<file path="src/ls_pkg.sv">
package ls_pkg;

    // datapath widths
    localparam int XLEN     = 64;
    localparam int XBYTES   = XLEN / 8;
    localparam int INST_LEN = 32;
    localparam int MEMOP_W  = 3;
    localparam int MASK_W   = 8;
    localparam int REG_AW   = 5;

    // major opcodes, instr[6:2]
    localparam logic [4:0] OP_LOAD  = 5'b00000;
    localparam logic [4:0] OP_STORE = 5'b01000;
    // instr[1:0] of every 32-bit encoding
    localparam logic [1:0] OP_LSB   = 2'b11;

    // load memops, same as funct3
    localparam logic [MEMOP_W-1:0] MEMOP_LB  = 3'b000;
    localparam logic [MEMOP_W-1:0] MEMOP_LH  = 3'b001;
    localparam logic [MEMOP_W-1:0] MEMOP_LW  = 3'b010;
    localparam logic [MEMOP_W-1:0] MEMOP_LD  = 3'b011;
    localparam logic [MEMOP_W-1:0] MEMOP_LBU = 3'b100;
    localparam logic [MEMOP_W-1:0] MEMOP_LHU = 3'b101;
    localparam logic [MEMOP_W-1:0] MEMOP_LWU = 3'b110;

    // store memops, same as funct3
    localparam logic [MEMOP_W-1:0] MEMOP_SB  = 3'b000;
    localparam logic [MEMOP_W-1:0] MEMOP_SH  = 3'b001;
    localparam logic [MEMOP_W-1:0] MEMOP_SW  = 3'b010;
    localparam logic [MEMOP_W-1:0] MEMOP_SD  = 3'b011;

    // sram model geometry and timing
    localparam int SRAM_BYTES   = 256;
    localparam int SRAM_AW      = 8;
    localparam int SRAM_LATENCY = 2;
    localparam int SRAM_CNT_W   = $clog2(SRAM_LATENCY + 1);

    typedef logic [SRAM_AW-1:0]    sram_addr_t;
    typedef logic [SRAM_CNT_W-1:0] sram_cnt_t;

    // counter value at which the response fires
    localparam sram_cnt_t SRAM_CNT_LAST = sram_cnt_t'(SRAM_LATENCY);

    // decoded request, ls_ctr to lsu
    typedef struct packed {
        logic               valid;
        logic               rden;
        logic               wren;
        logic [MEMOP_W-1:0] memop;
        logic [XLEN-1:0]    addr;
        logic [XLEN-1:0]    wdata;
    } ls_req_t;

    // lsu to sram
    typedef struct packed {
        logic [XLEN-1:0]   addr;
        logic              rd_en;
        logic              wr_en;
        logic [XLEN-1:0]   wr_data;
        // byte count 1/2/4/8, not per-byte enables
        logic [MASK_W-1:0] wr_mask;
    } sram_req_t;

    // sram back to lsu
    typedef struct packed {
        logic            rd_data_valid;
        logic            wr_data_ok;
        logic [XLEN-1:0] rd_data;
    } sram_rsp_t;

    // retired instruction record
    typedef struct packed {
        logic              valid;
        logic              is_load;
        logic [REG_AW-1:0] rd;
        logic [XLEN-1:0]   data;
    } wb_t;

endpackage

</file>
<file path="src/ls_ctr.sv">
`timescale 1ns/1ps

module ls_ctr (
    input  logic [ls_pkg::INST_LEN-1:0] instr_i,
    input  logic                        valid_i,
    input  logic [ls_pkg::XLEN-1:0]     addr_i,
    input  logic [ls_pkg::XLEN-1:0]     rs2_i,
    input  ls_pkg::wb_t                 wb_i,
    output ls_pkg::ls_req_t             req_o
);

    logic                          is_load;
    logic                          is_store;
    logic                          fwd_hit;
    logic [ls_pkg::REG_AW-1:0]     rs2_idx;
    logic [ls_pkg::XLEN-1:0]       st_data;

    // loads need the full 7-bit opcode
    assign is_load  = valid_i &&
                      (instr_i[6:0] == {ls_pkg::OP_LOAD, ls_pkg::OP_LSB});
    // stores only look at the major opcode
    assign is_store = valid_i && (instr_i[6:2] == ls_pkg::OP_STORE);

    // rs2 field of an S-type encoding
    assign rs2_idx = instr_i[24:20];

    // last retire was a load into our rs2, so rs2_i is stale
    // x0 never carries a loaded value
    assign fwd_hit = is_store &&
                     wb_i.is_load &&
                     (wb_i.rd != '0) &&
                     (rs2_idx == wb_i.rd);

    // loaded value replaces register operand
    assign st_data = fwd_hit ? wb_i.data : rs2_i;

    always_comb begin
        req_o.valid = valid_i;
        req_o.rden  = is_load;
        req_o.wren  = is_store;
        // funct3 picks size and sign, zero when idle
        req_o.memop = valid_i ? instr_i[14:12] : '0;
        // address from execute, already aligned
        req_o.addr  = addr_i;
        req_o.wdata = st_data;
    end

endmodule

</file>
<file path="config.mk">
export PLATFORM = sky130hd
export DESIGN_NAME = ls_ctr
export DESIGN_NICKNAME = d
export VERILOG_FILES = /design/src/ls_pkg.sv /design/src/ls_ctr.sv
export SDC_FILE = /design/constraint.sdc
export NUM_CORES = 1
export LEC_CHECK = 0
export BUFFER_PORTS_ARGS = -buffer_cell sky130_fd_sc_hd__clkbuf_2
export CORE_AREA = 10 10 133 135
export DETAILED_ROUTE_END_ITERATION = 7
export DIE_AREA = 0 0 143 145
export GPL_ROUTABILITY_DRIVEN = 0
export GPL_TIMING_DRIVEN = 1
export PLACE_DENSITY_LB_ADDON = 0.3
export SLEW_MARGIN = 10
export SYNTH_ARGS = -nofsm -noshare
export SYNTH_HDL_FRONTEND = slang
export SYNTH_SLANG_ARGS = --single-unit
</file>
<file path="constraint.sdc">
create_clock -name vclk -period 2.7
set_input_delay 0.54 -clock vclk [all_inputs]
set_output_delay 0.54 -clock vclk [all_outputs]
set_load 0.01 [all_outputs]
</file>
==> reports/metrics.yaml <==
sta:
  postLayoutSetupSlackWorst_ns: -0.1408
  slew_headroom_pct: 81.48
  hold_viol_final: 0
  rsz0062_at_grt: "yes"
  finalSetupViolations: 64
  worst_pin_slew_ns: 0.2768
  finalCritPeriodShare_pct: 105.2
  max_freq_mhz: 352.0
  finalMaxSlewViolations: 0
  min_period_ns: 2.841
logic_synthesis:
  synth_nets: 386
  ys_seq_area_share_pct: 0
  synthCells: 154
  avgSynthCellArea_um2: 11.14
  synth_area_um2: 1715
  synth_warnings: 0
  ys_types: 13
finish:
  fin_cells: 511
  seq_area_um2: 0
  drive_gt1_share_pct: 96.59
  diodes: 0
  flops_and_latches: 0
  nets: 557
  areaGrowthSynthToFinish_pct: 76.59
  n_clock_buffer: 0
  num-fill-cells: 1669
  stdcell_area_um2: 3029
critical_path:
  arrival_ns: 2.30
  path_class: "in -> out"
  crit_chain: "buf_6 -> or4_4 -> o211a_4 -> and4_2 -> buf_4 -> mux2_4 -> clkbuf_2"
  worstPathRequired_ns: 2.16
  critPathLaunchType: "input pin"
  slowest_stage: "or4_4"
  critPathMaxStageDelay_ns: 0.53
  cp-end-kind: "output pin"
  crit_fanout: 5
grt:
  grt_usage_pct: 7.016
  grt_max_degree: 24
  grt_pass1_wl_mm: 11.56
  antenna_found_initial: 0
  grt_pass1_vias: 1939
  gr-total-overflow: 0
min_path:
  hold_path.class: "in -> out"
pwr:
  swShare_pct: 35.27
  power_density_nw_per_um2: 117.2
  irDropWorstVdd_v: 0.00002907
  combPwrFrac_pct: 100.0
  p_int_uw: 229.8
  clockPowerShare_pct: 0
  power_frac_seq_pct: 0
  p_leak_uw: 0.001635
  p_switching_uw: 125.2
floorplanning:
  initial_core_util_pct: 11.41
  rows: 45
  die_w_um: 143
  dieArea_um2: 20740
  ioPinCount: 366
  core_area_um2: 15030
  die_y_um: 145
route:
  via_count: 1783
  drtAntennaViolNets: 0
  drcViolationCount: 0
  drt-pass1-iter-count: 3
  wire_per_inst_um: 18.72
  routed_wl_mm: 9.568
  via_per_inst: 3.489
  drt_iter0_drc: 18
run_status:
  status: "finished with violations"
  failed_checks: "negative setup slack"
run:
  cap_violations: 0
placed_design:
  dpl_cell_area_um2: 2546
  dp_cells: 503
  io_buffers: 220
  hpwl_mm: 8.056
clock_network:
  holdBufCountCts: 0
what timing repair did:
| item | CTS | global route |
|---|---|---|
| cloned | 0 | 6 |
| buffers inserted | 0 | 2 |
| resized for setup | 2 | 115 |
| setup endpoints to repair | 64 | 64 |
| endpoints found under the hold margin | 0 | 0 |
| pin swaps | 1 | 6 |
placed cells by master, fill, tap and decap left out, types with 2 or more instances in the layout:
master and n:
buf_12 2, clkbuf_2 175, clkbuf_16 3, buf_4 11
buf_6 49, xor2_1 3, and2_1 4, mux2_4 64
and4_4 2
cells in the mapped netlist:
master | number | share of area (%)
xnor2_1 | 1 | 0.51
nand2b_1 | 1 | 0.36
xor2_1 | 4 | 2.0
or4_1 | 1 | 0.44
o211a_1 | 1 | 0.58
and2_1 | 4 | 1.5
buf_12 | 7 | 8.2
and4b_1 | 1 | 0.58
and4_4 | 1 | 0.66
mux2_1 | 4 | 2.6
buf_4 | 67 | 29
mux2_4 | 60 | 53
nor4_1 | 2 | 0.73
logic make-up after synthesis:
group	share of synthesized area, %
buffers and inverters	37.49
muxes	55.14
and+or+nand+nor	4.231
xor gates and xnor gates	2.553
AOI/OAI and AO/OA	0.5835
per-stage QoR:
stage	hold WS, ns	setup TNS (ns)	setup WS [ns]	util [%]	total power, uW
finish	1.080	-6.384	-0.1408	20.15	355.0
global route	1.080	-9.662	-0.1858	20.15	382.1
CTS	1.080	-7.825	-0.1679	16.96	295.3
detailed placement	1.080	-8.012	-0.1753	16.94	293.1
global placement	1.080	-6.142	-0.1411	16.94	290.6
floorplan	1.172	0	0.1245	-	212.1
final timing paths:
check,slack [ns],startpoint,depth (start not counted),to
worst max-delay path,-0.14,wb_i[68],7,req_o[41]
worst min-delay path,1.08,addr_i[37],0,req_o[101]
layout make-up:
| type | count | area (um2) | area share (%) |
|---|---|---|---|
| Tap cell | 188 | 235.2 | 7.765 |
| Multi-Input combinational cell | 82 | 1154 | 38.08 |
| Timing Repair Buffer | 241 | 1640 | 54.15 |
power by group through the flow:
stage               clock [uW]  combinational, uW  sequential, uW
floorplan                    0                212               0
global placement             0                291               0
detailed placement           0                293               0
CTS                          0                295               0
global route                 0                382               0
finish                       0                355               0
worst max-delay path, delay by kind of cell:
| kind | cells | cell delay (ns) |
|---|---|---|
| buffers and inverters | 3 | 0.39 |
| AO/OA/AOI/OAI | 1 | 0.29 |
| multiplexers | 1 | 0.29 |
| AND/OR/NAND/NOR | 2 | 0.78 |
layer usage:
metal / part of all wire [%] / global-route usage [%] / up-vias
li1: - / - / 808
met1: 30 / 5.256 / 785
met2: 54 / 14.79 / 136
met3: 13 / 2.575 / 54
met4: 3.7 / 2.941 / 0
met5: 0 / 0 / -
No activity file was read; power rests on OpenSTA's default activity.
