File: config.mk
export PLATFORM = sky130hd
export DESIGN_NAME = lsu
export DESIGN_NICKNAME = d
export VERILOG_FILES = /design/src/ls_pkg.sv /design/src/lsu.sv
export SDC_FILE = /design/constraint.sdc
export NUM_CORES = 1
export LEC_CHECK = 0
export BUFFER_PORTS_ARGS = -buffer_cell sky130_fd_sc_hd__buf_2
export CAP_MARGIN = 20
export CORE_AREA = 3 3 155 157
export DETAILED_ROUTE_END_ITERATION = 16
export DIE_AREA = 0 0 158 160
export GPL_ROUTABILITY_DRIVEN = 0
export GPL_TIMING_DRIVEN = 0
export PLACE_DENSITY_LB_ADDON = 0.3
export REMOVE_ABC_BUFFERS = 1
export SKIP_LAST_GASP = 1
export SYNTH_ARGS = -nofsm -noshare
export SYNTH_HDL_FRONTEND = slang
export SYNTH_SLANG_ARGS = --single-unit
File: constraint.sdc
create_clock -name vclk -period 1.35
set_clock_uncertainty 0.1 [all_clocks]
set_input_delay 0.0675 -clock vclk [all_inputs]
set_output_delay 0.0675 -clock vclk [all_outputs]
set_load 0.005 [all_outputs]
File: src/ls_pkg.sv
package ls_pkg;

    // datapath widths
    localparam int XLEN     = 64;
    localparam int XBYTES   = XLEN / 8;
    localparam int INST_LEN = 32;
    localparam int MEMOP_W  = 3;
    localparam int MASK_W   = 8;
    localparam int REG_AW   = 5;

    // major opcodes, instr[6:2]
    localparam logic [4:0] OP_LOAD  = 5'b00000;
    localparam logic [4:0] OP_STORE = 5'b01000;
    // instr[1:0] of every 32-bit encoding
    localparam logic [1:0] OP_LSB   = 2'b11;

    // load memops, same as funct3
    localparam logic [MEMOP_W-1:0] MEMOP_LB  = 3'b000;
    localparam logic [MEMOP_W-1:0] MEMOP_LH  = 3'b001;
    localparam logic [MEMOP_W-1:0] MEMOP_LW  = 3'b010;
    localparam logic [MEMOP_W-1:0] MEMOP_LD  = 3'b011;
    localparam logic [MEMOP_W-1:0] MEMOP_LBU = 3'b100;
    localparam logic [MEMOP_W-1:0] MEMOP_LHU = 3'b101;
    localparam logic [MEMOP_W-1:0] MEMOP_LWU = 3'b110;

    // store memops, same as funct3
    localparam logic [MEMOP_W-1:0] MEMOP_SB  = 3'b000;
    localparam logic [MEMOP_W-1:0] MEMOP_SH  = 3'b001;
    localparam logic [MEMOP_W-1:0] MEMOP_SW  = 3'b010;
    localparam logic [MEMOP_W-1:0] MEMOP_SD  = 3'b011;

    // sram model geometry and timing
    localparam int SRAM_BYTES   = 256;
    localparam int SRAM_AW      = 8;
    localparam int SRAM_LATENCY = 2;
    localparam int SRAM_CNT_W   = $clog2(SRAM_LATENCY + 1);

    typedef logic [SRAM_AW-1:0]    sram_addr_t;
    typedef logic [SRAM_CNT_W-1:0] sram_cnt_t;

    // counter value at which the response fires
    localparam sram_cnt_t SRAM_CNT_LAST = sram_cnt_t'(SRAM_LATENCY);

    // decoded request, ls_ctr to lsu
    typedef struct packed {
        logic               valid;
        logic               rden;
        logic               wren;
        logic [MEMOP_W-1:0] memop;
        logic [XLEN-1:0]    addr;
        logic [XLEN-1:0]    wdata;
    } ls_req_t;

    // lsu to sram
    typedef struct packed {
        logic [XLEN-1:0]   addr;
        logic              rd_en;
        logic              wr_en;
        logic [XLEN-1:0]   wr_data;
        // byte count 1/2/4/8, not per-byte enables
        logic [MASK_W-1:0] wr_mask;
    } sram_req_t;

    // sram back to lsu
    typedef struct packed {
        logic            rd_data_valid;
        logic            wr_data_ok;
        logic [XLEN-1:0] rd_data;
    } sram_rsp_t;

    // retired instruction record
    typedef struct packed {
        logic              valid;
        logic              is_load;
        logic [REG_AW-1:0] rd;
        logic [XLEN-1:0]   data;
    } wb_t;

endpackage

File: src/lsu.sv
`timescale 1ns/1ps

module lsu (
    input  ls_pkg::ls_req_t          req_i,
    input  ls_pkg::sram_rsp_t        rsp_i,
    output ls_pkg::sram_req_t        sram_o,
    output logic [ls_pkg::XLEN-1:0]  ls_res_o,
    output logic                     ls_not_ok_o,
    output logic                     ls_done_o
);

    logic [ls_pkg::XLEN-1:0]   rd_data;
    logic [ls_pkg::MASK_W-1:0] wr_mask;
    logic                      rd_wait;
    logic                      wr_wait;
    logic                      stall;

    // request goes straight to the sram
    always_comb begin
        sram_o.addr    = req_i.addr;
        sram_o.rd_en   = req_i.rden;
        sram_o.wr_en   = req_i.wren;
        sram_o.wr_data = req_i.wdata;
        sram_o.wr_mask = wr_mask;
    end

    // addressed byte sits at bit 0
    assign rd_data = rsp_i.rd_data;

    // store size as a byte count
    always_comb begin
        wr_mask = '0;
        if (req_i.wren) begin
            case (req_i.memop)
                ls_pkg::MEMOP_SB: wr_mask = 8'd1;
                ls_pkg::MEMOP_SH: wr_mask = 8'd2;
                ls_pkg::MEMOP_SW: wr_mask = 8'd4;
                ls_pkg::MEMOP_SD: wr_mask = 8'd8;
                default:          wr_mask = '0;
            endcase
        end
    end

    // load extension
    always_comb begin
        ls_res_o = '0;
        if (req_i.rden) begin
            case (req_i.memop)
                ls_pkg::MEMOP_LB: begin
                    ls_res_o = {{(ls_pkg::XLEN-8){rd_data[7]}}, rd_data[7:0]};
                end
                ls_pkg::MEMOP_LBU: begin
                    ls_res_o = {{(ls_pkg::XLEN-8){1'b0}}, rd_data[7:0]};
                end
                ls_pkg::MEMOP_LH: begin
                    ls_res_o = {{(ls_pkg::XLEN-16){rd_data[15]}}, rd_data[15:0]};
                end
                ls_pkg::MEMOP_LHU: begin
                    ls_res_o = {{(ls_pkg::XLEN-16){1'b0}}, rd_data[15:0]};
                end
                ls_pkg::MEMOP_LW: begin
                    ls_res_o = {{(ls_pkg::XLEN-32){rd_data[31]}}, rd_data[31:0]};
                end
                ls_pkg::MEMOP_LWU: begin
                    ls_res_o = {{(ls_pkg::XLEN-32){1'b0}}, rd_data[31:0]};
                end
                ls_pkg::MEMOP_LD: begin
                    ls_res_o = rd_data;
                end
                // funct3 111 is not a load
                default: begin
                    ls_res_o = '0;
                end
            endcase
        end
    end

    // waiting on the sram latency counter
    assign rd_wait = req_i.rden && !rsp_i.rd_data_valid;
    assign wr_wait = req_i.wren && !rsp_i.wr_data_ok;
    assign stall   = rd_wait || wr_wait;

    assign ls_not_ok_o = stall;
    // non-memory instructions pass in one cycle
    assign ls_done_o   = req_i.valid && !stall;

endmodule

==> results of run 1 <==
[stage by stage]
stage / hold WS (ns) / area, sq um / std cells
after floorplan: 0.0350 / 976 / 175
after global placement: 0.0350 / 2050 / 604
after detailed placement: 0.0350 / 2100 / 606
after CTS: 0.0350 / 2320 / 616
after global routing: 0.0350 / 2370 / 616
final: 0.0350 / 2370 / 616
[power breakdown]
part / switching (mW) / leakage [nW] / internal [mW]
clock: 0 / 0 / 0
combinational: 0.343 / 1.12 / 0.321
sequential: 0 / 0 / 0
[cell families (layout without fill, tap and decap cells)]
| kind of cell | Yosys count | count (layout) | synth area share (%) |
|---|---|---|---|
| other | 1 | 4 | 0.178 |
| AOI/OAI and AO/OA | 98 | 98 | 25.6 |
| muxes | 1 | 1 | 0.475 |
| buffers and inverters | 163 | 157 | 54.7 |
| and+or+nand+nor | 69 | 71 | 19.0 |
[routing by layer]
metal | part of all wire [%] | global-route usage (%) | vias up
met3 | 33 | 35.0 | 16
met4 | 2.4 | 3.87 | 2
met2 | 51 | 39.7 | 337
li1 | - | - | 958
met5 | 0.41 | 3.57 | -
met1 | 13 | 8.29 | 897
[cell usage in the layout (no fill, tap or decap), drive strengths merged]
master and instances:
or3 2, mux2i 1, and2 32, or4b 1, nor4b 2, conb 4
nor2b 1, inv 2, nand3 1, nor4 1, and2b 2, a21oi 56
or2 1, o22ai 1, o21ai 40, nand2 17, clkinvlp 1, bufbuf 2
and4b 1, a21boi 1, buf 151, nand2b 1, and3 8, nor2 1
clkbuf 1
[worst min-delay path by stage]
stage               from           to  slack (ns)  cells after the start
6_report       req_i[90]  sram_o[100]        0.04                      0
5_1_grt        req_i[90]  sram_o[100]        0.04                      0
4_1_cts        req_i[90]  sram_o[100]        0.04                      0
3_5_place_dp   req_i[90]  sram_o[100]        0.04                      0
3_3_place_gp   req_i[90]  sram_o[100]        0.04                      0
2_1_floorplan  req_i[90]  sram_o[100]        0.04                      0
[worst max-delay path, cell delays in order]
cell and delay [ns]:
buf_16 0.12, mux2i_4 0.20, or3_4 0.44, a21oi_2 0.15
buf_2 0.16
[layout make-up]
type | instances | share of cell area (%)
multi-input combinational | 174 | 45.6
inverter | 3 | 0.634
tap | 285 | 15.1
timing repair buffer | 154 | 38.7
[timing repair]
action	4_1_cts	5_1_grt
pin swaps	4	4
gates cloned	4	0
hold endpoints to repair	0	0
resized for setup	25	13
endpoints found under the setup margin	64	34
setup buffers	6	0
hold buffers	0	0
==> reports/metrics.yaml, run 1 <==
drc: 0
startpoint: "req_i[128]"
vias: 2210
core_sq_mm: 0.0226
rows: 55
p_per_area_mw_per_mm2: 281
io-pin-count: 404
ys_top_cells_by_area: "buf_4 (48%), a21oi_1 (11%), and2_1 (9.5%), o21ai_0 (9.0%), a21oi_2 (3.7%)"
synth_cell_types: 32
dr.pass1.iters: 4
start_kind: "input pin"
via_per_inst: 3.59
fmax_ghz: 0.761
dieArea_sq_mm: 0.0253
power.leakage_nw: 1.12
crit_path_end: "ls_res_o[18]"
finalHoldViolations: 0
start_util_pct: 9.31
die_h_um: 160
fin_crit_sh_pct: 97.4
grt_pass1_wl_mm: 33.6
layout-drive-gt1-share_pct: 56.2
setup_ws_ns: 0.0356
overflow: 0
power_mw: 0.664
grt_pass1_vias: 1943
place_ws_ns: -0.945
wirelength_mm: 29.7
cap_violations: 0
worstPathMaxFanout: 8
track_usage_pct: 21.9
crit_required_ns: 1.18
yosysTopAreaCell: "buf_4"
ys_warn_count: 0
synth_area_per_cell_sq_um: 6.35
antenna_found_initial: 0
synth-seq-area-share_pct: 0
cp.arrival_ns: 1.15
min_period_ns: 1.31
num-nets-final: 533
utilization_pct: 10.5
grt_max_degree: 44
slew_violations: 0
netlist_instances: 332
ir_drop_mv: 0.0438
synth_top_area_share_pct: 47.7
multiInputGateArea_sq_mm: 0.00108
seqCellArea_sq_um: 0
syn_to_final_growth_pct: 12.4
fillers: 2679
rsz0062_at_grt: "yes"
wl_per_cell_um: 48.2
synth_most_common_cell: "buf_4"
critPathCaptureType: "primary output"
seq_cell_count: 0
setup_viol: 0
yosys-top-cells-count: "buf_4 (134), a21oi_1 (46), o21ai_0 (38), and2_1 (32), nand2_1 (17)"
num-clock-buffers: 0
critPathKind: "input pin to primary output"
drtAntennaViolNets: 0
die_w_um: 158
synth_area_sq_mm: 0.00211
worstHoldPathType: "input pin to primary output"
drt_iter0_markers: 149
io_buffers: 144
place_hpwl_mm: 26.7
status: "completed"
antenna_cells: 0
setup-tns-final_ns: 0
(Power assumes the default switching activity.)
==> run 2: changes to the inputs <==
--- a/config.mk
+++ b/config.mk
@@ -12,7 +12,7 @@
 export DIE_AREA = 0 0 158 160
 export GPL_ROUTABILITY_DRIVEN = 0
 export GPL_TIMING_DRIVEN = 0
-export PLACE_DENSITY_LB_ADDON = 0.3
+export PLACE_DENSITY = 0.4
 export REMOVE_ABC_BUFFERS = 1
 export SKIP_LAST_GASP = 1
 export SYNTH_ARGS = -nofsm -noshare
==> reports/metrics.yaml, run 2 (same netlist as run 1, synthesis figures left out) <==
holdCritStartpoint: "req_i[94]"
drt_iter0_markers: 117  # -21%
antenna_cells: 0  # unchanged
dr.pass1.iters: 4  # unchanged
drtAntennaViolNets: 0  # unchanged
antenna_found_initial: 0  # unchanged
fin_cells: 618  # +0.32%
crit_required_ns: 1.18  # about the same
rsz0062_at_grt: "yes"
whs_ns: 0.0350  # +0.00000980 ns
ir_drop_mv: 0.118  # +170%
p_per_area_mw_per_mm2: 284  # +1.4%
critPathCaptureType: "primary output"
startpoint: "req_i[128]"
grt_max_degree: 44  # unchanged
fmax_ghz: 0.741  # -2.6%
start_util_pct: 9.31  # unchanged
cp.arrival_ns: 1.18  # +0.03 ns
critPathKind: "input pin to primary output"
seqCellArea_sq_um: 0  # unchanged
place_inst: 606  # unchanged
status: "completed"
fin_crit_sh_pct: 100  # +2.6 points
cts_hold_buf: 0  # unchanged
core_sq_mm: 0.0226  # unchanged
die_w_um: 158  # unchanged
most-common-layout-cells: "buf_2 (142), o21ai_0 (38), and2_1 (32)"
drc: 0  # unchanged
worstPathMaxFanout: 8  # unchanged
rows: 55  # unchanged
relSlewSlack_pct: 66.5
tightest_slew_ns: 0.503
grt_pass1_vias: 1966  # +1.2%
track_usage_pct: 22.0  # about the same
num-nets-final: 535  # +0.38%
dieArea_sq_mm: 0.0253  # unchanged
power.leakage_nw: 1.13  # +1.4%
place_ws_ns: -0.900  # +0.0457 ns
syn_to_final_growth_pct: 15.9
grt_pass1_wl_mm: 33.6  # about the same
via_per_inst: 3.70  # +3.2%
num-clock-buffers: 0  # unchanged
wirelength_mm: 30.1  # +1.5%
setup_ws_ns: 0.000536  # -0.0351 ns
utilization_pct: 10.8  # +0.33 points
die_h_um: 160  # unchanged
wl_per_cell_um: 48.8  # +1.2%
vias: 2289  # +3.6%
final_common_cell: "buf_2"
slew_violations: 0  # unchanged
place_hpwl_mm: 27.0  # +0.80%
layout-drive-gt1-share_pct: 59.5  # +3.3 points
cap_violations: 0  # unchanged
seq_cell_count: 0  # unchanged
min_period_ns: 1.35  # +0.0351 ns
finalHoldViolations: 0  # unchanged
worstHoldPathType: "input pin to primary output"
io_buffers: 144  # unchanged
start_kind: "input pin"
overflow: 0  # unchanged
setup-tns-final_ns: 0  # unchanged
setup_viol: 0  # unchanged
io-pin-count: 404  # unchanged
-- run 2: worst max-delay path, cell delays in order --
cell and delay (ns):
buf_16 0.13, mux2i_4 0.20, or2_4 0.32, clkbuf_16 0.19, a21oi_2 0.12, buf_2 0.14
-- run 2: power breakdown --
part	internal, mW	total (mW)	switching (mW)
Clock	0	0	0
Sequential	0	0	0
Combinational	0.336	0.695	0.358
Total	0.336	0.695	0.358
-- run 2: stage by stage --
step	area, sq um	power, mW
final	2440	0.695
after global routing	2440	0.759
after CTS	2340	0.665
after detailed placement	2100	0.558
after global placement	2050	0.539
after floorplan	976	0.233
-- run 2: worst paths after layout --
kind,end,depth (start not counted)
setup / recovery,ls_res_o[57],6
hold / removal,sram_o[104],0
-- run 2: routing by layer --
layer	global-route usage (%)	part of all wire, %	vias up
li1	-	-	962
met1	7.50	12	933
met2	41.6	53	388
met3	36.0	34	4
met4	0.860	0.51	2
met5	1.19	0.13	-
-- run 2: cell type report --
cell class,instances,area [sq um]
fillers,2633,20200
inverters,3,15.0
multi-input cells,174,1120
well taps,285,357
repair buffers,156,955
-- run 2: what timing repair did --
item                                    CTS  global route
hold endpoints to repair                  0             0
pin swaps                                 5             3
gates cloned                              4             2
buffers inserted                          6             0
resized for setup                        29            18
endpoints found under the setup margin   64            43
