### src/ls_pkg.sv
package ls_pkg;

    // datapath widths
    localparam int XLEN     = 64;
    localparam int XBYTES   = XLEN / 8;
    localparam int INST_LEN = 32;
    localparam int MEMOP_W  = 3;
    localparam int MASK_W   = 8;
    localparam int REG_AW   = 5;

    // major opcodes, instr[6:2]
    localparam logic [4:0] OP_LOAD  = 5'b00000;
    localparam logic [4:0] OP_STORE = 5'b01000;
    // instr[1:0] of every 32-bit encoding
    localparam logic [1:0] OP_LSB   = 2'b11;

    // load memops, same as funct3
    localparam logic [MEMOP_W-1:0] MEMOP_LB  = 3'b000;
    localparam logic [MEMOP_W-1:0] MEMOP_LH  = 3'b001;
    localparam logic [MEMOP_W-1:0] MEMOP_LW  = 3'b010;
    localparam logic [MEMOP_W-1:0] MEMOP_LD  = 3'b011;
    localparam logic [MEMOP_W-1:0] MEMOP_LBU = 3'b100;
    localparam logic [MEMOP_W-1:0] MEMOP_LHU = 3'b101;
    localparam logic [MEMOP_W-1:0] MEMOP_LWU = 3'b110;

    // store memops, same as funct3
    localparam logic [MEMOP_W-1:0] MEMOP_SB  = 3'b000;
    localparam logic [MEMOP_W-1:0] MEMOP_SH  = 3'b001;
    localparam logic [MEMOP_W-1:0] MEMOP_SW  = 3'b010;
    localparam logic [MEMOP_W-1:0] MEMOP_SD  = 3'b011;

    // sram model geometry and timing
    localparam int SRAM_BYTES   = 256;
    localparam int SRAM_AW      = 8;
    localparam int SRAM_LATENCY = 2;
    localparam int SRAM_CNT_W   = $clog2(SRAM_LATENCY + 1);

    typedef logic [SRAM_AW-1:0]    sram_addr_t;
    typedef logic [SRAM_CNT_W-1:0] sram_cnt_t;

    // counter value at which the response fires
    localparam sram_cnt_t SRAM_CNT_LAST = sram_cnt_t'(SRAM_LATENCY);

    // decoded request, ls_ctr to lsu
    typedef struct packed {
        logic               valid;
        logic               rden;
        logic               wren;
        logic [MEMOP_W-1:0] memop;
        logic [XLEN-1:0]    addr;
        logic [XLEN-1:0]    wdata;
    } ls_req_t;

    // lsu to sram
    typedef struct packed {
        logic [XLEN-1:0]   addr;
        logic              rd_en;
        logic              wr_en;
        logic [XLEN-1:0]   wr_data;
        // byte count 1/2/4/8, not per-byte enables
        logic [MASK_W-1:0] wr_mask;
    } sram_req_t;

    // sram back to lsu
    typedef struct packed {
        logic            rd_data_valid;
        logic            wr_data_ok;
        logic [XLEN-1:0] rd_data;
    } sram_rsp_t;

    // retired instruction record
    typedef struct packed {
        logic              valid;
        logic              is_load;
        logic [REG_AW-1:0] rd;
        logic [XLEN-1:0]   data;
    } wb_t;

endpackage

### src/mem_wb_reg.sv
`timescale 1ns/1ps

module mem_wb_reg (
    input  logic                        clk,
    input  logic                        rst_i,
    input  logic                        ls_done_i,
    input  logic [ls_pkg::INST_LEN-1:0] instr_i,
    input  logic [ls_pkg::XLEN-1:0]     ls_res_i,
    output ls_pkg::wb_t                 wb_o
);

    logic                      is_load;
    logic                      valid_q;
    logic                      is_load_q;
    logic [ls_pkg::REG_AW-1:0] rd_q;
    logic [ls_pkg::XLEN-1:0]   data_q;

    assign is_load = (instr_i[6:0] == {ls_pkg::OP_LOAD, ls_pkg::OP_LSB});

    // valid is a one-cycle pulse per retire
    // is_load holds until the next retire, used for forwarding
    always_ff @(posedge clk) begin
        if (rst_i) begin
            valid_q   <= 1'b0;
            is_load_q <= 1'b0;
        end else begin
            valid_q <= ls_done_i;
            if (ls_done_i) begin
                is_load_q <= is_load;
            end
        end
    end

    // destination and result
    always_ff @(posedge clk) begin
        if (ls_done_i) begin
            rd_q   <= instr_i[11:7];
            // stores and alu ops carry no memory result
            data_q <= is_load ? ls_res_i : '0;
        end
    end

    always_comb begin
        wb_o.valid   = valid_q;
        wb_o.is_load = is_load_q;
        wb_o.rd      = rd_q;
        wb_o.data    = data_q;
    end

endmodule

### config.mk
export PLATFORM = sky130hd
export DESIGN_NAME = mem_wb_reg
export DESIGN_NICKNAME = d
export VERILOG_FILES = /design/src/ls_pkg.sv /design/src/mem_wb_reg.sv
export SDC_FILE = /design/constraint.sdc
export NUM_CORES = 1
export LEC_CHECK = 0
export ABC_AREA = 1
export BUFFER_PORTS_ARGS = -buffer_cell sky130_fd_sc_hd__buf_4
export CORE_UTILIZATION = 35
export CTS_BUF_LIST = sky130_fd_sc_hd__clkbuf_4 sky130_fd_sc_hd__clkbuf_8
export DETAILED_ROUTE_END_ITERATION = 6
export HOLD_SLACK_MARGIN = 0.03
export PLACE_DENSITY_LB_ADDON = 0.12
export SLEW_MARGIN = 20
export SYNTH_ARGS = -nofsm -noshare
export SYNTH_HDL_FRONTEND = slang
export SYNTH_SLANG_ARGS = --single-unit
### constraint.sdc
create_clock -name clk -period 2.7 [get_ports clk]
set_input_delay 0.27 -clock clk [delete_from_list [all_inputs] [get_ports clk]]
set_output_delay 0.27 -clock clk [all_outputs]
set_load 0.01 [all_outputs]
==> flow_metrics.env, run 1 <==
export IMPL_outcome="completed"
export IMPL_worstPathMaxFanout=30
export IMPL_clkTransAtPathRegs_ps=70
export IMPL_power_density_nw_per_um2=524
export IMPL_start_util=0.362
export IMPL_grt_usage=0.124
export IMPL_power_share_switching=0.221
export IMPL_io_pins=170
export IMPL_ctsResizeCount=0
export IMPL_path_class="input port to flip-flop"
export IMPL_dr_pass1_iters=3
export IMPL_root_buffer="clkbuf_8"
export IMPL_gp_congestion=0.667
export IMPL_fp_dieArea_sq_um=9400
export IMPL_clockPowerShare=0.340
export IMPL_tritoncts="built"
export IMPL_synth_compound_area_frac=0.00396
export IMPL_slew_headroom=0.405
export IMPL_p_seq_frac=0.542
export IMPL_clockBufferDepth=2
export IMPL_start_kind="input port"
export IMPL_yosysWarningCount=0
export IMPL_fin_crit_ps=1320
export IMPL_die_width_um=97.0
export IMPL_power_internal_mw=1.84
export IMPL_drcViolationCount=0
export IMPL_critical_path_slowest_cell="nand2_4"
export IMPL_grt_first_pass_wirelength_mm=8.85
export IMPL_timing_final_crit_share=0.489
export IMPL_avgSynthCellArea_sq_um=14.2
export IMPL_cp_slowest_stage_delay_ps=430
export IMPL_antenna_found_initial=0
export IMPL_overflow=0
export IMPL_setup_viol=0
export IMPL_worst_ep_required_time_ps=2780
export IMPL_hold_ws_ps=103
export IMPL_cts_setup_buffers=0
export IMPL_clock_skew_final_ps=0
export IMPL_tightest_slew_ps=893
export IMPL_grt_max_degree=73
export IMPL_place_ws_ps=1010
export IMPL_clkLatencyLatePin_ps=330
export IMPL_seq_area_frac_synth=0.669
export IMPL_path_common_cell="nor2_1"
export IMPL_hold_violations=0
export IMPL_htreeDepth=3
export IMPL_port_buffers=149
export IMPL_routed_via_count=1923
export IMPL_synthMuxAreaShare=0
export IMPL_synthesis_area_sq_um=3160
export IMPL_peakVddDrop_v=0.000230
export IMPL_area_growth_pct=42.8
export IMPL_drt_iter0_drc=46
export IMPL_ys_seq_elements=71
export IMPL_synth_cells=222
export IMPL_switching_power_mw=0.523
export IMPL_drive_gt1_frac=0.566
export IMPL_antenna_cells=0
export IMPL_drv_cap=0
export IMPL_clkSinkCount=71
export IMPL_grt_pass1_vias=1827
export IMPL_p_total_mw=2.36
export IMPL_yosys_area_share_adder=0
export IMPL_hold_buffers=0
export IMPL_fin_nets=474
export IMPL_fin_tns_setup_ps=0
export IMPL_viasPerCell=3.94
export IMPL_synth_top_family_by_area="simple AND/OR/NAND/NOR gates"
export IMPL_hp_class="input port to flip-flop"
export IMPL_rsz0062_at_grt="false"
export IMPL_ant_nets=0
export IMPL_synth_simple_gate_area_frac=0.203
export IMPL_p_leak_nw=2.05
export IMPL_cp_end_kind="flip-flop"
export IMPL_fmax_ghz=0.757
export IMPL_avgRoutedWirePerCell_um=11.6
export IMPL_rows=34
export IMPL_core_area_sq_um=8720
export IMPL_synthXorXnorAreaFrac=0
export IMPL_dp_hpwl_mm=3.95
export IMPL_combPwrFrac=0.118
export IMPL_syn_nets=321
export IMPL_synthDistinctLibCells=12
export IMPL_cts_made_buffers=9
export IMPL_path_cells="buf_4 -> nand2_1 -> nor2_1 -> nand2_4 -> buf_12 -> nor2_1"
export IMPL_setup_ws_ps=1380
export IMPL_worstPathArrival_ps=1400
export IMPL_die_h_um=97.0
export IMPL_routed_wl_mm=5.66
export IMPL_final_max_slew_violation_count=0
export IMPL_regToRegSetupSlack_ps=2060
==> cell families (layout without fill, tap and decap cells) <==
group	Yosys count	count (layout)
AOI/OAI and AO/OA	2	2
and+or+nand+nor	71	71
buffers and inverters	78	236
DFF	71	71
==> cell usage in the layout (no fill, tap or decap) <==
master,instances
a21oi_1,1
buf_12,2
buf_4,149
bufinv_16,1
clkbuf_4,1
clkbuf_8,9
clkinv_1,3
clkinv_2,2
dfxtp_1,2
edfxtp_1,69
inv_1,69
nand2_1,3
nand2_4,1
nor2_1,17
nor2_4,50
o21bai_1,1
==> sequential cells by signal, summed over array words and instances, names as in the netlist <==
name       cells
data_q        64
is_load_q      1
rd_q           5
valid_q        1
==> power groups by stage <==
stage	Combinational, mW	Clock, mW	Sequential, mW
2_1_floorplan	0.0535	0	1.34
3_3_place_gp	0.283	0	1.30
3_5_place_dp	0.284	0	1.31
4_1_cts	0.285	0.835	1.28
5_1_grt	0.300	0.880	1.29
6_report	0.279	0.804	1.28
==> Yosys cell counts, drive strengths merged <==
cell,number,share of area
a21oi,1,0.0016
buf,9,0.042
dfxtp,2,0.013
edfxtp,69,0.66
inv,69,0.082
nand2,4,0.0048
nor2,67,0.20
o21bai,1,0.0024
==> critical path, delay by kind of cell <==
family,cells,cell delay [ps]
buffers and inverters,2,440
AND/OR/NAND/NOR,4,640
==> area by class of cell <==
cell class | instances | area (sq um)
fill | 773 | 4210
multi-input combinational | 73 | 662
tap | 108 | 135
clock buffer | 10 | 131
sequential | 71 | 2110
clock inverter | 6 | 51.3
inverter | 69 | 259
timing repair buffer | 151 | 1160
==> metrics by stage <==
step                cells  instance area (sq um)  utilization
detailed placement    472                   4330        0.496
global placement      472                   4330        0.496
floorplan             222                   3160            -
finish                488                   4510        0.517
CTS                   488                   4510        0.517
global route          488                   4510        0.517
==> final timing paths <==
path,startpoint,end,cells past startpoint
setup / recovery,instr_i[1],data_q[8]$_SDFFCE_PP0P_,6
setup reg to reg,is_load_q$_SDFFE_PP0P_,is_load_q$_SDFFE_PP0P_,2
hold reg to reg,is_load_q$_SDFFE_PP0P_,is_load_q$_SDFFE_PP0P_,2
hold / removal,rst_i,valid_q$_SDFF_PP0_,2
==> metal layers <==
layer  vias up  part of all wire  GRT usage
met5         -                 0          0
li1        970                 -          -
met1       850              0.40      0.147
met3         6              0.10     0.0621
met4         0             0.011     0.0551
met2        97              0.49      0.189
No activity file was read; power rests on OpenSTA's default activity.
==> run 2: changes to the inputs <==
==> constraint.sdc (replaced) <==
create_clock -name clk -period 1.3 [get_ports clk]
set_input_delay 0.13 -clock clk [delete_from_list [all_inputs] [get_ports clk]]
set_output_delay 0.13 -clock clk [all_outputs]
set_load 0.01 [all_outputs]
==> flow_metrics.env, run 2 (synthesis results as in run 1) <==
export IMPL_start_util=0.362
export IMPL_peakVddDrop_v=0.000604
export IMPL_routed_via_count=1972
export IMPL_drive_gt1_frac=0.563
export IMPL_p_leak_nw=2.11
export IMPL_setup_viol=0
export IMPL_layout_common_cells="151 x buf_4, 69 x inv_1, 69 x edfxtp_1"
export IMPL_hold_violations=0
export IMPL_fin_nets=485
export IMPL_hp_class="input port to flip-flop"
export IMPL_antenna_cells=0
export IMPL_clkTransAtPathRegs_ps=80
export IMPL_worstPathMaxFanout=1
export IMPL_r2r_start="is_load_q$_SDFFE_PP0P_"
export IMPL_cp_end_kind="output pin"
export IMPL_area_growth_pct=47.3
export IMPL_grt_max_degree=30
export IMPL_fin_crit_ps=1000
export IMPL_overflow=0
export IMPL_worstPathArrival_ps=870
export IMPL_rows=34
export IMPL_gp_congestion=0.673
export IMPL_finish_utilization=0.533
export IMPL_r2r_end="is_load_q$_SDFFE_PP0P_"
export IMPL_io_pins=170
export IMPL_grt_first_pass_wirelength_mm=9.49
export IMPL_dr_pass1_iters=3
export IMPL_place_area_sq_um=4400
export IMPL_path_class="flip-flop to output pin"
export IMPL_path_depth=1
export IMPL_reg2reg_depth=2
export IMPL_clockPowerShare=0.342
export IMPL_grt_usage=0.131
export IMPL_drcViolationCount=0
export IMPL_final_area_sq_um=4650
export IMPL_htreeDepth=3
export IMPL_grt_pass1_vias=1970
export IMPL_core_area_sq_um=8720
export IMPL_slew_headroom=0.859
export IMPL_crit_family="flip-flops"
export IMPL_path_cells="buf_4"
export IMPL_ant_nets=0
export IMPL_root_buffer="clkbuf_8"
export IMPL_final_common_cell="buf_4"
export IMPL_ctsResizeCount=0
export IMPL_start_kind="flip-flop"
export IMPL_worst_ep_required_time_ps=1170
export IMPL_hold_ws_ps=85.8
export IMPL_tritoncts="built"
export IMPL_drv_cap=0
export IMPL_port_buffers=149
export IMPL_routed_wl_mm=5.80
export IMPL_cp_slowest_stage_delay_ps=380
export IMPL_outcome="completed"
export IMPL_critical_path_slowest_cell="edfxtp_1"
export IMPL_combPwrFrac=0.123
export IMPL_cts_made_buffers=9
export IMPL_power_share_switching=0.221
export IMPL_p_seq_frac=0.534
export IMPL_fin_tns_setup_ps=0
export IMPL_antenna_found_initial=0
export IMPL_path_buf_inv=1
export IMPL_reg_top3="data_q x64, rd_q x5"
export IMPL_rsz0062_at_grt="false"
export IMPL_switching_power_mw=1.10
export IMPL_fp_dieArea_sq_um=9400
export IMPL_power_density_nw_per_um2=1070
export IMPL_final_max_slew_violation_count=0
export IMPL_largest_register="data_q"
export IMPL_clkSinkCount=71
export IMPL_largest_reg_flops=64
export IMPL_die_h_um=97.0
export IMPL_dp_hpwl_mm=4.22
export IMPL_die_width_um=97.0
export IMPL_startpoint="data_q[2]$_SDFFCE_PP0P_"
export IMPL_clock_skew_final_ps=0
export IMPL_drt_iter0_drc=52
export IMPL_avgRoutedWirePerCell_um=11.6
export IMPL_tightest_slew_ps=211
export IMPL_timing_final_crit_share=0.771
export IMPL_clockBufferDepth=2
export IMPL_power_internal_mw=3.88
export IMPL_viasPerCell=3.95
export IMPL_clkLatencyLatePin_ps=330
export IMPL_regToRegSetupSlack_ps=690
export IMPL_endpoint="wb_o[2]"
export IMPL_fmax_ghz=0.998
[run 2: changes by cell type in the layout (fill, tap and decap cells not counted)]
cell	delta
dlygate4sd3_1	+6
buf_12	+3
buf_4	+2
clkinv_2	-2
clkbuf_4	+1
clkinvlp_4	+1
[run 2: through the flow]
stage | total power, mW | instances | setup WS, ps
global route | 5.18 | 499 | 248
CTS | 5.05 | 499 | 263
global placement | 3.31 | 477 | 194
finish | 4.98 | 499 | 298
detailed placement | 3.32 | 477 | 159
floorplan | 2.89 | 222 | 368
[run 2: final cells by class]
type	count	area, sq um
well taps	108	135
clock inverters	5	48.8
inverters	69	259
clock buffers	11	139
flip-flops and latches	71	2110
repair buffers	162	1290
fillers	773	4070
multi-input cells	73	662
[run 2: power by group through the flow]
stage / clock network [mW] / logic, mW / registers (mW)
after floorplan: 0 / 0.111 / 2.78
after global placement: 0 / 0.606 / 2.70
after detailed placement: 0 / 0.608 / 2.71
after CTS: 1.77 / 0.625 / 2.66
after global routing: 1.85 / 0.661 / 2.67
final: 1.70 / 0.614 / 2.66
[run 2: worst min-delay path by stage]
stage                       startpoint                       end  depth (start not counted)
after floorplan                  rst_i        valid_q$_SDFF_PP0_                          1
after global placement           rst_i        valid_q$_SDFF_PP0_                          2
after detailed placement         rst_i        valid_q$_SDFF_PP0_                          2
after CTS                 ls_res_i[10]  data_q[10]$_SDFFCE_PP0P_                          3
after global routing      ls_res_i[10]  data_q[10]$_SDFFCE_PP0P_                          3
final                     ls_res_i[11]  data_q[11]$_SDFFCE_PP0P_                          3
[run 2: worst min-delay path: stages]
cell and delay, ps:
buf_4 80, inv_1 30, nor2_1 80
[run 2: routing by layer]
layer	vias up	part of all wire	GRT usage
met1	875	0.40	0.152
li1	993	-	-
met5	-	0	0
met3	11	0.091	0.0556
met4	0	0.018	0.0654
met2	93	0.49	0.209
[run 2: timing repair]
action | 4_1_cts | 5_1_grt
hold endpoints to repair | 6 | 0
hold buffers | 6 | 0
setup buffers | 0 | 0
